==> src/source/redmule_pkg.sv <==
// Shared types of the integer matrix-multiply accelerator
// Register offsets are byte addresses on the 8-bit register port
`default_nettype none

package redmule_pkg;

  // X and W elements
  typedef logic signed [7:0] elem_t;

  // Y biases, partial sums and Z results, wrapping modulo 2^32
  typedef logic signed [31:0] acc_t;

  typedef logic [7:0]  reg_addr_t;
  typedef logic [31:0] reg_data_t;

  typedef struct packed {
    logic      req;
    logic      we;
    reg_addr_t addr;
    reg_data_t wdata;
  } periph_req_t;

  typedef struct packed {
    logic      gnt;
    logic      r_valid;
    reg_data_t rdata;
  } periph_rsp_t;

  // Job command from the controller, start is a single-cycle pulse
  typedef struct packed {
    logic      start;
    reg_data_t m_rows;
  } sched_cmd_t;

  typedef enum logic [1:0] {
    IDLE,
    LOAD_W,
    COMPUTE,
    DRAIN
  } sched_state_e;

  localparam reg_addr_t RegMRows   = 8'h00;
  localparam reg_addr_t RegStatus  = 8'h04;
  localparam reg_addr_t RegTrigger = 8'h54;

endpackage : redmule_pkg

`default_nettype wire

==> src/source/redmule_ctrl.sv <==
// Register port and job control, one job at a time
// Trigger writes while busy or with M equal to zero are dropped
`default_nettype none

module redmule_ctrl (
  input  logic                     clk_i,
  input  logic                     rst_n_i,
  input  redmule_pkg::periph_req_t periph_req_i,
  output redmule_pkg::periph_rsp_t periph_rsp_o,
  input  logic                     job_done_i,
  output redmule_pkg::sched_cmd_t  sched_cmd_o,
  output logic                     busy_o,
  output logic                     evt_o
);

  redmule_pkg::reg_data_t m_rows_q;
  redmule_pkg::reg_data_t rdata_d;
  redmule_pkg::reg_data_t rdata_q;
  logic                   r_valid_q;
  logic                   busy_q;
  logic                   evt_q;
  logic                   wr_en;
  logic                   rd_en;
  logic                   start;

  assign wr_en = periph_req_i.req && periph_req_i.we;
  assign rd_en = periph_req_i.req && !periph_req_i.we;

  // Job starts only from idle with a nonzero row count
  assign start = wr_en && (periph_req_i.addr == redmule_pkg::RegTrigger) &&
                 !busy_q && (m_rows_q != '0);

  always_comb begin
    rdata_d = '0;
    case (periph_req_i.addr)
      redmule_pkg::RegMRows:  rdata_d = m_rows_q;
      redmule_pkg::RegStatus: rdata_d = {31'd0, busy_q};
      default:                rdata_d = '0;
    endcase
  end

  always_ff @(posedge clk_i or negedge rst_n_i) begin
    if (!rst_n_i) begin
      m_rows_q  <= '0;
      r_valid_q <= 1'b0;
      busy_q    <= 1'b0;
      evt_q     <= 1'b0;
    end else begin
      if (wr_en && (periph_req_i.addr == redmule_pkg::RegMRows) && !busy_q) begin
        m_rows_q <= periph_req_i.wdata;
      end
      r_valid_q <= rd_en;
      if (start) begin
        busy_q <= 1'b1;
      end else if (job_done_i) begin
        busy_q <= 1'b0;
      end
      evt_q <= job_done_i;
    end
  end

  // Read data captured with each read request
  always_ff @(posedge clk_i) begin
    if (rd_en) begin
      rdata_q <= rdata_d;
    end
  end

  assign periph_rsp_o.gnt     = periph_req_i.req;
  assign periph_rsp_o.r_valid = r_valid_q;
  assign periph_rsp_o.rdata   = rdata_q;

  assign sched_cmd_o.start  = start;
  assign sched_cmd_o.m_rows = m_rows_q;

  assign busy_o = busy_q;
  assign evt_o  = evt_q;

endmodule : redmule_ctrl

`default_nettype wire

==> src/source/redmule_scheduler.sv <==
// Job sequencer: weight load, row issue, then wait for every Z row to leave
// X and Y are always accepted together as one issue
`default_nettype none

module redmule_scheduler (
  input  logic                    clk_i,
  input  logic                    rst_n_i,
  input  redmule_pkg::sched_cmd_t sched_cmd_i,
  input  logic                    w_valid_i,
  output logic                    w_ready_o,
  input  logic                    w_loaded_i,
  input  logic                    x_valid_i,
  input  logic                    y_valid_i,
  output logic                    xy_ready_o,
  input  logic                    engine_adv_i,
  output logic                    issue_o,
  input  logic                    z_pop_i,
  output logic                    job_done_o
);

  redmule_pkg::sched_state_e state_q;
  redmule_pkg::sched_state_e state_d;
  redmule_pkg::reg_data_t    issued_q;
  redmule_pkg::reg_data_t    popped_q;
  logic                      last_issue;
  logic                      last_pop;

  // Ready drops as soon as the buffer holds Height rows
  assign w_ready_o = (state_q == redmule_pkg::LOAD_W) && !w_loaded_i && w_valid_i;

  assign xy_ready_o = (state_q == redmule_pkg::COMPUTE) && x_valid_i && y_valid_i &&
                      engine_adv_i && (issued_q < sched_cmd_i.m_rows);
  assign issue_o    = xy_ready_o;

  assign last_issue = issue_o && (issued_q == sched_cmd_i.m_rows - 1);
  assign last_pop   = z_pop_i && (popped_q == sched_cmd_i.m_rows - 1);

  // Pops may already happen while rows are still being issued
  assign job_done_o = (state_q == redmule_pkg::DRAIN) && last_pop;

  always_comb begin
    state_d = state_q;
    case (state_q)
      redmule_pkg::IDLE: begin
        if (sched_cmd_i.start) state_d = redmule_pkg::LOAD_W;
      end
      redmule_pkg::LOAD_W: begin
        if (w_loaded_i) state_d = redmule_pkg::COMPUTE;
      end
      redmule_pkg::COMPUTE: begin
        if (last_issue) state_d = redmule_pkg::DRAIN;
      end
      redmule_pkg::DRAIN: begin
        if (last_pop) state_d = redmule_pkg::IDLE;
      end
      default: state_d = redmule_pkg::IDLE;
    endcase
  end

  always_ff @(posedge clk_i or negedge rst_n_i) begin
    if (!rst_n_i) begin
      state_q  <= redmule_pkg::IDLE;
      issued_q <= '0;
      popped_q <= '0;
    end else begin
      state_q <= state_d;
      if (sched_cmd_i.start) begin
        issued_q <= '0;
        popped_q <= '0;
      end else begin
        if (issue_o) issued_q <= issued_q + 1;
        if (z_pop_i) popped_q <= popped_q + 1;
      end
    end
  end

endmodule : redmule_scheduler

`default_nettype wire

==> src/source/redmule_w_buffer.sv <==
// Weight store, Height rows of Width elements written in order
// The matrix is held unchanged until the next job starts loading
`default_nettype none

module redmule_w_buffer #(
  parameter int unsigned Height = 4,
  parameter int unsigned Width  = 4
) (
  input  logic                                      clk_i,
  input  logic                                      rst_n_i,
  input  logic                                      start_i,
  input  logic                                      w_push_i,
  input  redmule_pkg::elem_t [Width-1:0]            w_row_i,
  output logic                                      w_loaded_o,
  output redmule_pkg::elem_t [Height-1:0][Width-1:0] w_matrix_o
);

  localparam int unsigned CntW = $clog2(Height + 1);

  redmule_pkg::elem_t [Height-1:0][Width-1:0] w_matrix_q;
  logic [CntW-1:0]                           row_cnt_q;

  // Row pointer doubles as the loaded-row count
  always_ff @(posedge clk_i or negedge rst_n_i) begin
    if (!rst_n_i) begin
      row_cnt_q <= '0;
    end else if (start_i) begin
      row_cnt_q <= '0;
    end else if (w_push_i && !w_loaded_o) begin
      row_cnt_q <= row_cnt_q + 1'b1;
    end
  end

  always_ff @(posedge clk_i) begin
    if (w_push_i && !w_loaded_o) begin
      w_matrix_q[row_cnt_q] <= w_row_i;
    end
  end

  assign w_loaded_o = (row_cnt_q == CntW'(Height));
  assign w_matrix_o = w_matrix_q;

endmodule : redmule_w_buffer

`default_nettype wire

==> src/source/redmule_engine.sv <==
// Two-stage integer MAC pipeline: products, then bias plus column sums
// The whole pipe stalls together when the last stage cannot hand off
`default_nettype none

module redmule_engine #(
  parameter int unsigned Height = 4,
  parameter int unsigned Width  = 4
) (
  input  logic                                      clk_i,
  input  logic                                      rst_n_i,
  input  logic                                      issue_i,
  input  redmule_pkg::elem_t [Height-1:0]           x_row_i,
  input  redmule_pkg::acc_t  [Width-1:0]            y_row_i,
  input  redmule_pkg::elem_t [Height-1:0][Width-1:0] w_matrix_i,
  input  logic                                      out_full_i,
  output logic                                      adv_o,
  output logic                                      z_valid_o,
  output redmule_pkg::acc_t  [Width-1:0]            z_row_o
);

  redmule_pkg::acc_t [Height-1:0][Width-1:0] s1_prod_q;
  redmule_pkg::acc_t [Width-1:0]             s1_bias_q;
  redmule_pkg::acc_t [Width-1:0]             s2_sum_q;
  redmule_pkg::acc_t [Width-1:0]             col_sum;
  logic                                      s1_valid_q;
  logic                                      s2_valid_q;

  assign adv_o     = !s2_valid_q || !out_full_i;
  // Handoff strobe into the output buffer
  assign z_valid_o = s2_valid_q && !out_full_i;
  assign z_row_o   = s2_sum_q;

  // Adder tree per column, sums wrap at 32 bits
  always_comb begin
    for (int w = 0; w < Width; w++) begin
      col_sum[w] = s1_bias_q[w];
      for (int h = 0; h < Height; h++) begin
        col_sum[w] = col_sum[w] + s1_prod_q[h][w];
      end
    end
  end

  always_ff @(posedge clk_i or negedge rst_n_i) begin
    if (!rst_n_i) begin
      s1_valid_q <= 1'b0;
      s2_valid_q <= 1'b0;
    end else if (adv_o) begin
      s1_valid_q <= issue_i;
      s2_valid_q <= s1_valid_q;
    end
  end

  always_ff @(posedge clk_i) begin
    if (adv_o && issue_i) begin
      for (int h = 0; h < Height; h++) begin
        for (int w = 0; w < Width; w++) begin
          s1_prod_q[h][w] <= redmule_pkg::acc_t'(x_row_i[h]) *
                             redmule_pkg::acc_t'(w_matrix_i[h][w]);
        end
      end
      s1_bias_q <= y_row_i;
    end
    if (adv_o && s1_valid_q) begin
      s2_sum_q <= col_sum;
    end
  end

endmodule : redmule_engine

`default_nettype wire

==> src/source/redmule_z_buffer.sv <==
// Two-entry Z output FIFO, data held stable until accepted
// Pushes are only issued while the FIFO is not full
`default_nettype none

module redmule_z_buffer #(
  parameter int unsigned Width = 4
) (
  input  logic                          clk_i,
  input  logic                          rst_n_i,
  input  logic                          push_i,
  input  redmule_pkg::acc_t [Width-1:0] row_i,
  output logic                          full_o,
  output logic                          z_valid_o,
  output redmule_pkg::acc_t [Width-1:0] z_data_o,
  input  logic                          z_ready_i,
  output logic                          pop_o
);

  redmule_pkg::acc_t [Width-1:0] mem_q [2];
  logic                          wptr_q;
  logic                          rptr_q;
  logic [1:0]                    count_q;

  assign z_valid_o = (count_q != 2'd0);
  assign full_o    = (count_q == 2'd2);
  assign z_data_o  = mem_q[rptr_q];
  assign pop_o     = z_valid_o && z_ready_i;

  always_ff @(posedge clk_i or negedge rst_n_i) begin
    if (!rst_n_i) begin
      wptr_q  <= 1'b0;
      rptr_q  <= 1'b0;
      count_q <= 2'd0;
    end else begin
      if (push_i) wptr_q <= ~wptr_q;
      if (pop_o) rptr_q <= ~rptr_q;
      case ({push_i, pop_o})
        2'b10:   count_q <= count_q + 2'd1;
        2'b01:   count_q <= count_q - 2'd1;
        default: count_q <= count_q;
      endcase
    end
  end

  always_ff @(posedge clk_i) begin
    if (push_i) begin
      mem_q[wptr_q] <= row_i;
    end
  end

endmodule : redmule_z_buffer

`default_nettype wire

==> src/source/redmule_top.sv <==
// Matrix-multiply accelerator top, Z = Y + X*W on 8-bit signed inputs
// W must be fully loaded before X and Y rows are taken
`default_nettype none

module redmule_top #(
  parameter int unsigned Height = 4,
  parameter int unsigned Width  = 4
) (
  input  logic                           clk_i,
  input  logic                           rst_n_i,
  input  redmule_pkg::periph_req_t       periph_req_i,
  output redmule_pkg::periph_rsp_t       periph_rsp_o,
  output logic                           busy_o,
  output logic                           evt_o,
  input  logic                           w_valid_i,
  input  redmule_pkg::elem_t [Width-1:0] w_data_i,
  output logic                           w_ready_o,
  input  logic                           x_valid_i,
  input  redmule_pkg::elem_t [Height-1:0] x_data_i,
  output logic                           x_ready_o,
  input  logic                           y_valid_i,
  input  redmule_pkg::acc_t  [Width-1:0] y_data_i,
  output logic                           y_ready_o,
  output logic                           z_valid_o,
  output redmule_pkg::acc_t  [Width-1:0] z_data_o,
  input  logic                           z_ready_i
);

  redmule_pkg::sched_cmd_t                   sched_cmd;
  redmule_pkg::elem_t [Height-1:0][Width-1:0] w_matrix;
  redmule_pkg::acc_t  [Width-1:0]            eng_z_row;
  logic                                      job_done;
  logic                                      w_loaded;
  logic                                      engine_adv;
  logic                                      issue;
  logic                                      xy_ready;
  logic                                      eng_z_valid;
  logic                                      z_full;
  logic                                      z_pop;

  assign x_ready_o = xy_ready;
  assign y_ready_o = xy_ready;

  redmule_ctrl u_ctrl (
    .clk_i        (clk_i),
    .rst_n_i      (rst_n_i),
    .periph_req_i (periph_req_i),
    .periph_rsp_o (periph_rsp_o),
    .job_done_i   (job_done),
    .sched_cmd_o  (sched_cmd),
    .busy_o       (busy_o),
    .evt_o        (evt_o)
  );

  // W ready already includes valid, so it is the push strobe
  redmule_scheduler u_scheduler (
    .clk_i (clk_i), .rst_n_i (rst_n_i), .sched_cmd_i (sched_cmd),
    .w_valid_i (w_valid_i), .w_ready_o (w_ready_o), .w_loaded_i (w_loaded),
    .x_valid_i (x_valid_i), .y_valid_i (y_valid_i), .xy_ready_o (xy_ready),
    .engine_adv_i (engine_adv), .issue_o (issue), .z_pop_i (z_pop),
    .job_done_o (job_done)
  );

  redmule_w_buffer #(.Height(Height), .Width(Width)) u_w_buffer (
    .clk_i (clk_i), .rst_n_i (rst_n_i), .start_i (sched_cmd.start),
    .w_push_i (w_ready_o), .w_row_i (w_data_i), .w_loaded_o (w_loaded),
    .w_matrix_o (w_matrix)
  );

  redmule_engine #(.Height(Height), .Width(Width)) u_engine (
    .clk_i (clk_i), .rst_n_i (rst_n_i), .issue_i (issue), .x_row_i (x_data_i),
    .y_row_i (y_data_i), .w_matrix_i (w_matrix), .out_full_i (z_full),
    .adv_o (engine_adv), .z_valid_o (eng_z_valid), .z_row_o (eng_z_row)
  );

  redmule_z_buffer #(.Width(Width)) u_z_buffer (
    .clk_i (clk_i), .rst_n_i (rst_n_i), .push_i (eng_z_valid), .row_i (eng_z_row),
    .full_o (z_full), .z_valid_o (z_valid_o), .z_data_o (z_data_o),
    .z_ready_i (z_ready_i), .pop_o (z_pop)
  );

endmodule : redmule_top

`default_nettype wire

==> config.mk <==
export PLATFORM = sky130hd
export DESIGN_NAME = redmule_top
export DESIGN_NICKNAME = d
export VERILOG_FILES = /design/src/source/redmule_pkg.sv /design/src/source/redmule_ctrl.sv /design/src/source/redmule_scheduler.sv /design/src/source/redmule_w_buffer.sv /design/src/source/redmule_engine.sv /design/src/source/redmule_z_buffer.sv /design/src/source/redmule_top.sv
export SDC_FILE = /design/constraint.sdc
export NUM_CORES = 2
export LEC_CHECK = 0
export BUFFER_PORTS_ARGS = -buffer_cell sky130_fd_sc_hd__buf_4
export CORE_ASPECT_RATIO = 1.25
export CORE_MARGIN = 2
export CORE_UTILIZATION = 64
export CTS_CLUSTER_DIAMETER = 60
export DETAILED_ROUTE_END_ITERATION = 10
export PLACE_DENSITY_LB_ADDON = 0.3
export SETUP_SLACK_MARGIN = 0.5
export SLEW_MARGIN = 20
export SYNTH_ARGS = -nofsm -noshare
export SYNTH_HDL_FRONTEND = slang
export SYNTH_SLANG_ARGS = --single-unit
==> constraint.sdc <==
create_clock -name clk_i -period 26.2 [get_ports clk_i]
set_input_delay 2.62 -clock clk_i [delete_from_list [all_inputs] [get_ports clk_i]]
set_output_delay 2.62 -clock clk_i [all_outputs]
set_load 0.03 [all_outputs]
==> summary.md <==
| Metric | Value |
|---|---|
| Reg2reg end | `u_engine.z_row_o[94]` |
| Filler cell count | `between 10,000 and 15,000` |
| Unrepaired setup endpoints after global routing | `no` |
| Post-CTS setup buffers | `0` |
| Die width | `approximately 350 um` |
| Initial antenna violation count | `24` |
| # IOs | `approximately 410` |
| Starting density of the core | `0.645` |
| CP Capture Type | `primary output` |
| Layout cells sized above 1 | `0.0907` |
| Unique masters post-synth | `~80` |
| PortBufs | `407` |
| Area growth, synth to finish | `10.0%` |
| Final setup viols | `0` |
| Number of enable flip-flop cells after synthesis | `slightly above 900` |
| Worst clock skew | `slightly below 0.03 ns` |
| Hold path cells | `0` |
| Final WL | `about 230 mm` |
| Met1 Resource Use GR | `0.399` |
| Total GRT Usage | `0.320` |
| Ys async rst share | `0.106` |
| Final GP Congestion | `0.969` |
| Worst IR drop on VDD | `roughly 0.12 mV` |
| Reg2reg path depth | `17` |
| Net count, final | `11,141` |
| Most frequent cell after synthesis | `inv_1` |
| Largest net degree at the start of global routing | `80` |
| Max-cap violation count | `0` |
| Synth area leaders | `edfxtp_1 (30%), fa_1 (27%), inv_1 (9.2%)` |
| Grt total ovfl | `0` |
| Largest area contributor in the netlist | `edfxtp_1` |
| Die Ht | `approximately 430 um` |
| Cts hold-fix bufs | `0` |
| Headroom to the max-slew limit | `0.273` |
| Synth warn | `0` |
| Critical path peak fanout | `6` |
| Core Region | `145,000 um^2` |
| Netlist Area Pre-Place | `between 90,000 and 100,000 um^2` |
| Clk_lat worst skew | `~0.8 ns` |
| Min Tclk post-route | `between 6 and 7 ns` |
| Grt peak-use layer | `met2` |
| Met2 usage | `0.542` |
| Root Driver | `clkbuf_16` |
| PostCTS Resize Cnt | `0` |
| CP Class | `input pin to primary output` |
| Fin crit share | `0.263` |
| Worst hold path class | `flip-flop to flip-flop` |
| Tightest Pin Transition | `approximately 1.1 ns` |
| WL/cell | `20.8 um` |
| Max frequency | `0.145 GHz` |
| Setup TNS | `0 ns` |
| WP data required | `about 24 ns` |
| Die Footprint | `roughly 150,000 um^2` |
| Core Rows | `156` |
| FF+latch count, synth | `between 1,000 and 1,500` |
| Via count | `~60,000` |
| WHS | `0.436 ns` |
| Min-delay src | `u_engine.z_row_o[38]` |
| Final Power | `13.3 mW` |
| Status | `finished, final reports clean` |
| First-pass detailed-route iteration total | `6` |
| Clock sink total | `1,038` |
| Post-DP HPWL | `around 180 mm` |
| Initial DRC count | `between 4,000 and 5,000` |
| Dominant synthesized flop cell | `edfxtp_1` |
| Synth Instances | `between 8,000 and 9,000` |
| Syn avg cell area | `10.8 um^2` |
| Synth cell count leaders | `inv_1 (2,282), fa_1 (1,248), edfxtp_1 (928)` |
| Power Dens Cells | `130 nW/um^2` |
| Via-to-Cell Ratio | `about 5.5` |
| TritonCTS Buffers | `130` |
| First-pass GRT wire length | `364 mm` |
| CP startpoint kind | `input pin` |
| Seq/Total Area, Yosys | `0.328` |
| Slew Viols, Final | `0` |
| Vias in the first global route | `around 66,000` |
| Syn nets | `10,747` |
| Hold path endpoint | `u_z_buffer.mem_q[0][38]` |
| Top cell type's share of synthesized area | `0.298` |
| Grt met3 use | `0.0551` |
| CTS tree | `built` |
| Clock transition at path regs | `0.06 ns` |
| CTS max path bufs | `3` |
| R2R Path Start | `u_engine.s1_prod_q[94]` |
| Worst Path Arrival | `4.28 ns` |
| Post-route ant nets | `0` |
| DRC violations left | `0` |
| # H-tree levels | `4` |
| Fin. Hold Viols | `0` |
| Leakage Power | `between 40 and 50 nW` |
| FF-to-FF setup slack | `roughly 20 ns` |
-- registers in the layout, summed over array words and instances (netlist names) --
signal / cells
u_engine.s1_prod_q: 256
u_engine.z_row_o: 128
u_w_buffer.row_cnt_q: 3
u_scheduler.popped_q: 32
u_engine.s2_valid_q: 1
u_ctrl.m_rows_q: 32
u_w_buffer.w_matrix_o: 128
u_ctrl.busy_o: 1
u_ctrl.r_valid_q: 1
u_z_buffer.wptr_q: 1
u_engine.s1_valid_q: 1
u_scheduler.state_q: 2
u_ctrl.evt_o: 1
u_z_buffer.mem_q: 256
u_engine.s1_bias_q: 128
u_ctrl.rdata_q: 32
u_z_buffer.rptr_q: 1
u_z_buffer.count_q: 2
u_scheduler.issued_q: 32
-- cell families after synthesis --
group / Yosys count / synth area share
AOI/OAI and AO/OA: 712 / 0.0496
xor gates and xnor gates: 476 / 0.0455
adders and majority gates: 1885 / 0.353
buffers and inverters: 2460 / 0.0992
DFF: 1038 / 0.328
muxes: 150 / 0.0180
and+or+nand+nor: 1901 / 0.108
-- area by class of cell --
cell class	instances	area [um^2]	area share
Multi-Input combinational cell	5124	53600	0.521
Clock inverter	88	937	0.00911
Antenna cell	12	30.0	0.000292
Sequential cell	1038	30600	0.298
Clock buffer	148	3370	0.0328
Timing Repair Buffer	438	3300	0.0321
Inverter	2284	8570	0.0834
Tap cell	1896	2370	0.0231
-- critical path: stages --
cell	delay [ns]
buf_4	0.11
nor2b_1	0.12
nand4_1	0.13
a221o_1	0.41
nor2_1	0.60
buf_4	0.28
-- cell usage in the layout, fill, tap and decap left out, types with 74 or more instances in the layout --
cell type / instances
nand3_1: 74
nor2b_1: 98
a21o_1: 74
mux2_2: 140
fa_1: 1248
and2_1: 666
buf_4: 437
nand2_1: 404
xor2_1: 106
o21ai_0: 172
clkbuf_16: 132
nor2_1: 316
a21oi_1: 162
dfrtp_1: 109
nor3_1: 91
edfxtp_1: 928
xnor2_1: 364
inv_1: 2282
ha_1: 637
-- stage by stage --
stage                     setup slack, ns  area, um^2  cells  utilization
final                               19.30      103000  11028        0.710
after global routing                19.18      103000  11021        0.710
after CTS                           19.32      103000  11015        0.710
after detailed placement            18.70       98500  10779        0.680
after global placement              18.80       98500  10779        0.680
after floorplan                      5.97       93500   8622            -
-- how the worst max path moves through the flow --
stage | startpoint | endpoint | slack [ns] | depth (start not counted)
final | y_valid_i | x_ready_o | 19.30 | 6
after global routing | x_data_i[29] | u_engine.s1_prod_q[494] | 19.18 | 19
after CTS | y_valid_i | x_ready_o | 19.32 | 6
after detailed placement | x_data_i[29] | u_engine.s1_prod_q[494] | 18.70 | 19
after global placement | x_data_i[30] | u_engine.s1_prod_q[494] | 18.80 | 19
after floorplan | y_valid_i | u_engine.s1_bias_q[0] | 5.97 | 4
-- power breakdown --
group,switching (mW),leakage (nW),internal [mW]
sequential,0.212,9.71,2.66
combinational,5.02,36.0,3.62
clock,0.772,2.09,1.05
-- layer usage --
metal,part of all wire,vias to the layer above,wire length (um)
li1,-,27635,-
met1,0.38,30839,87700
met2,0.49,2060,113000
met3,0.070,509,16000
met4,0.055,6,12700
met5,0.00019,-,43
Power figures use the tool's default switching activity.
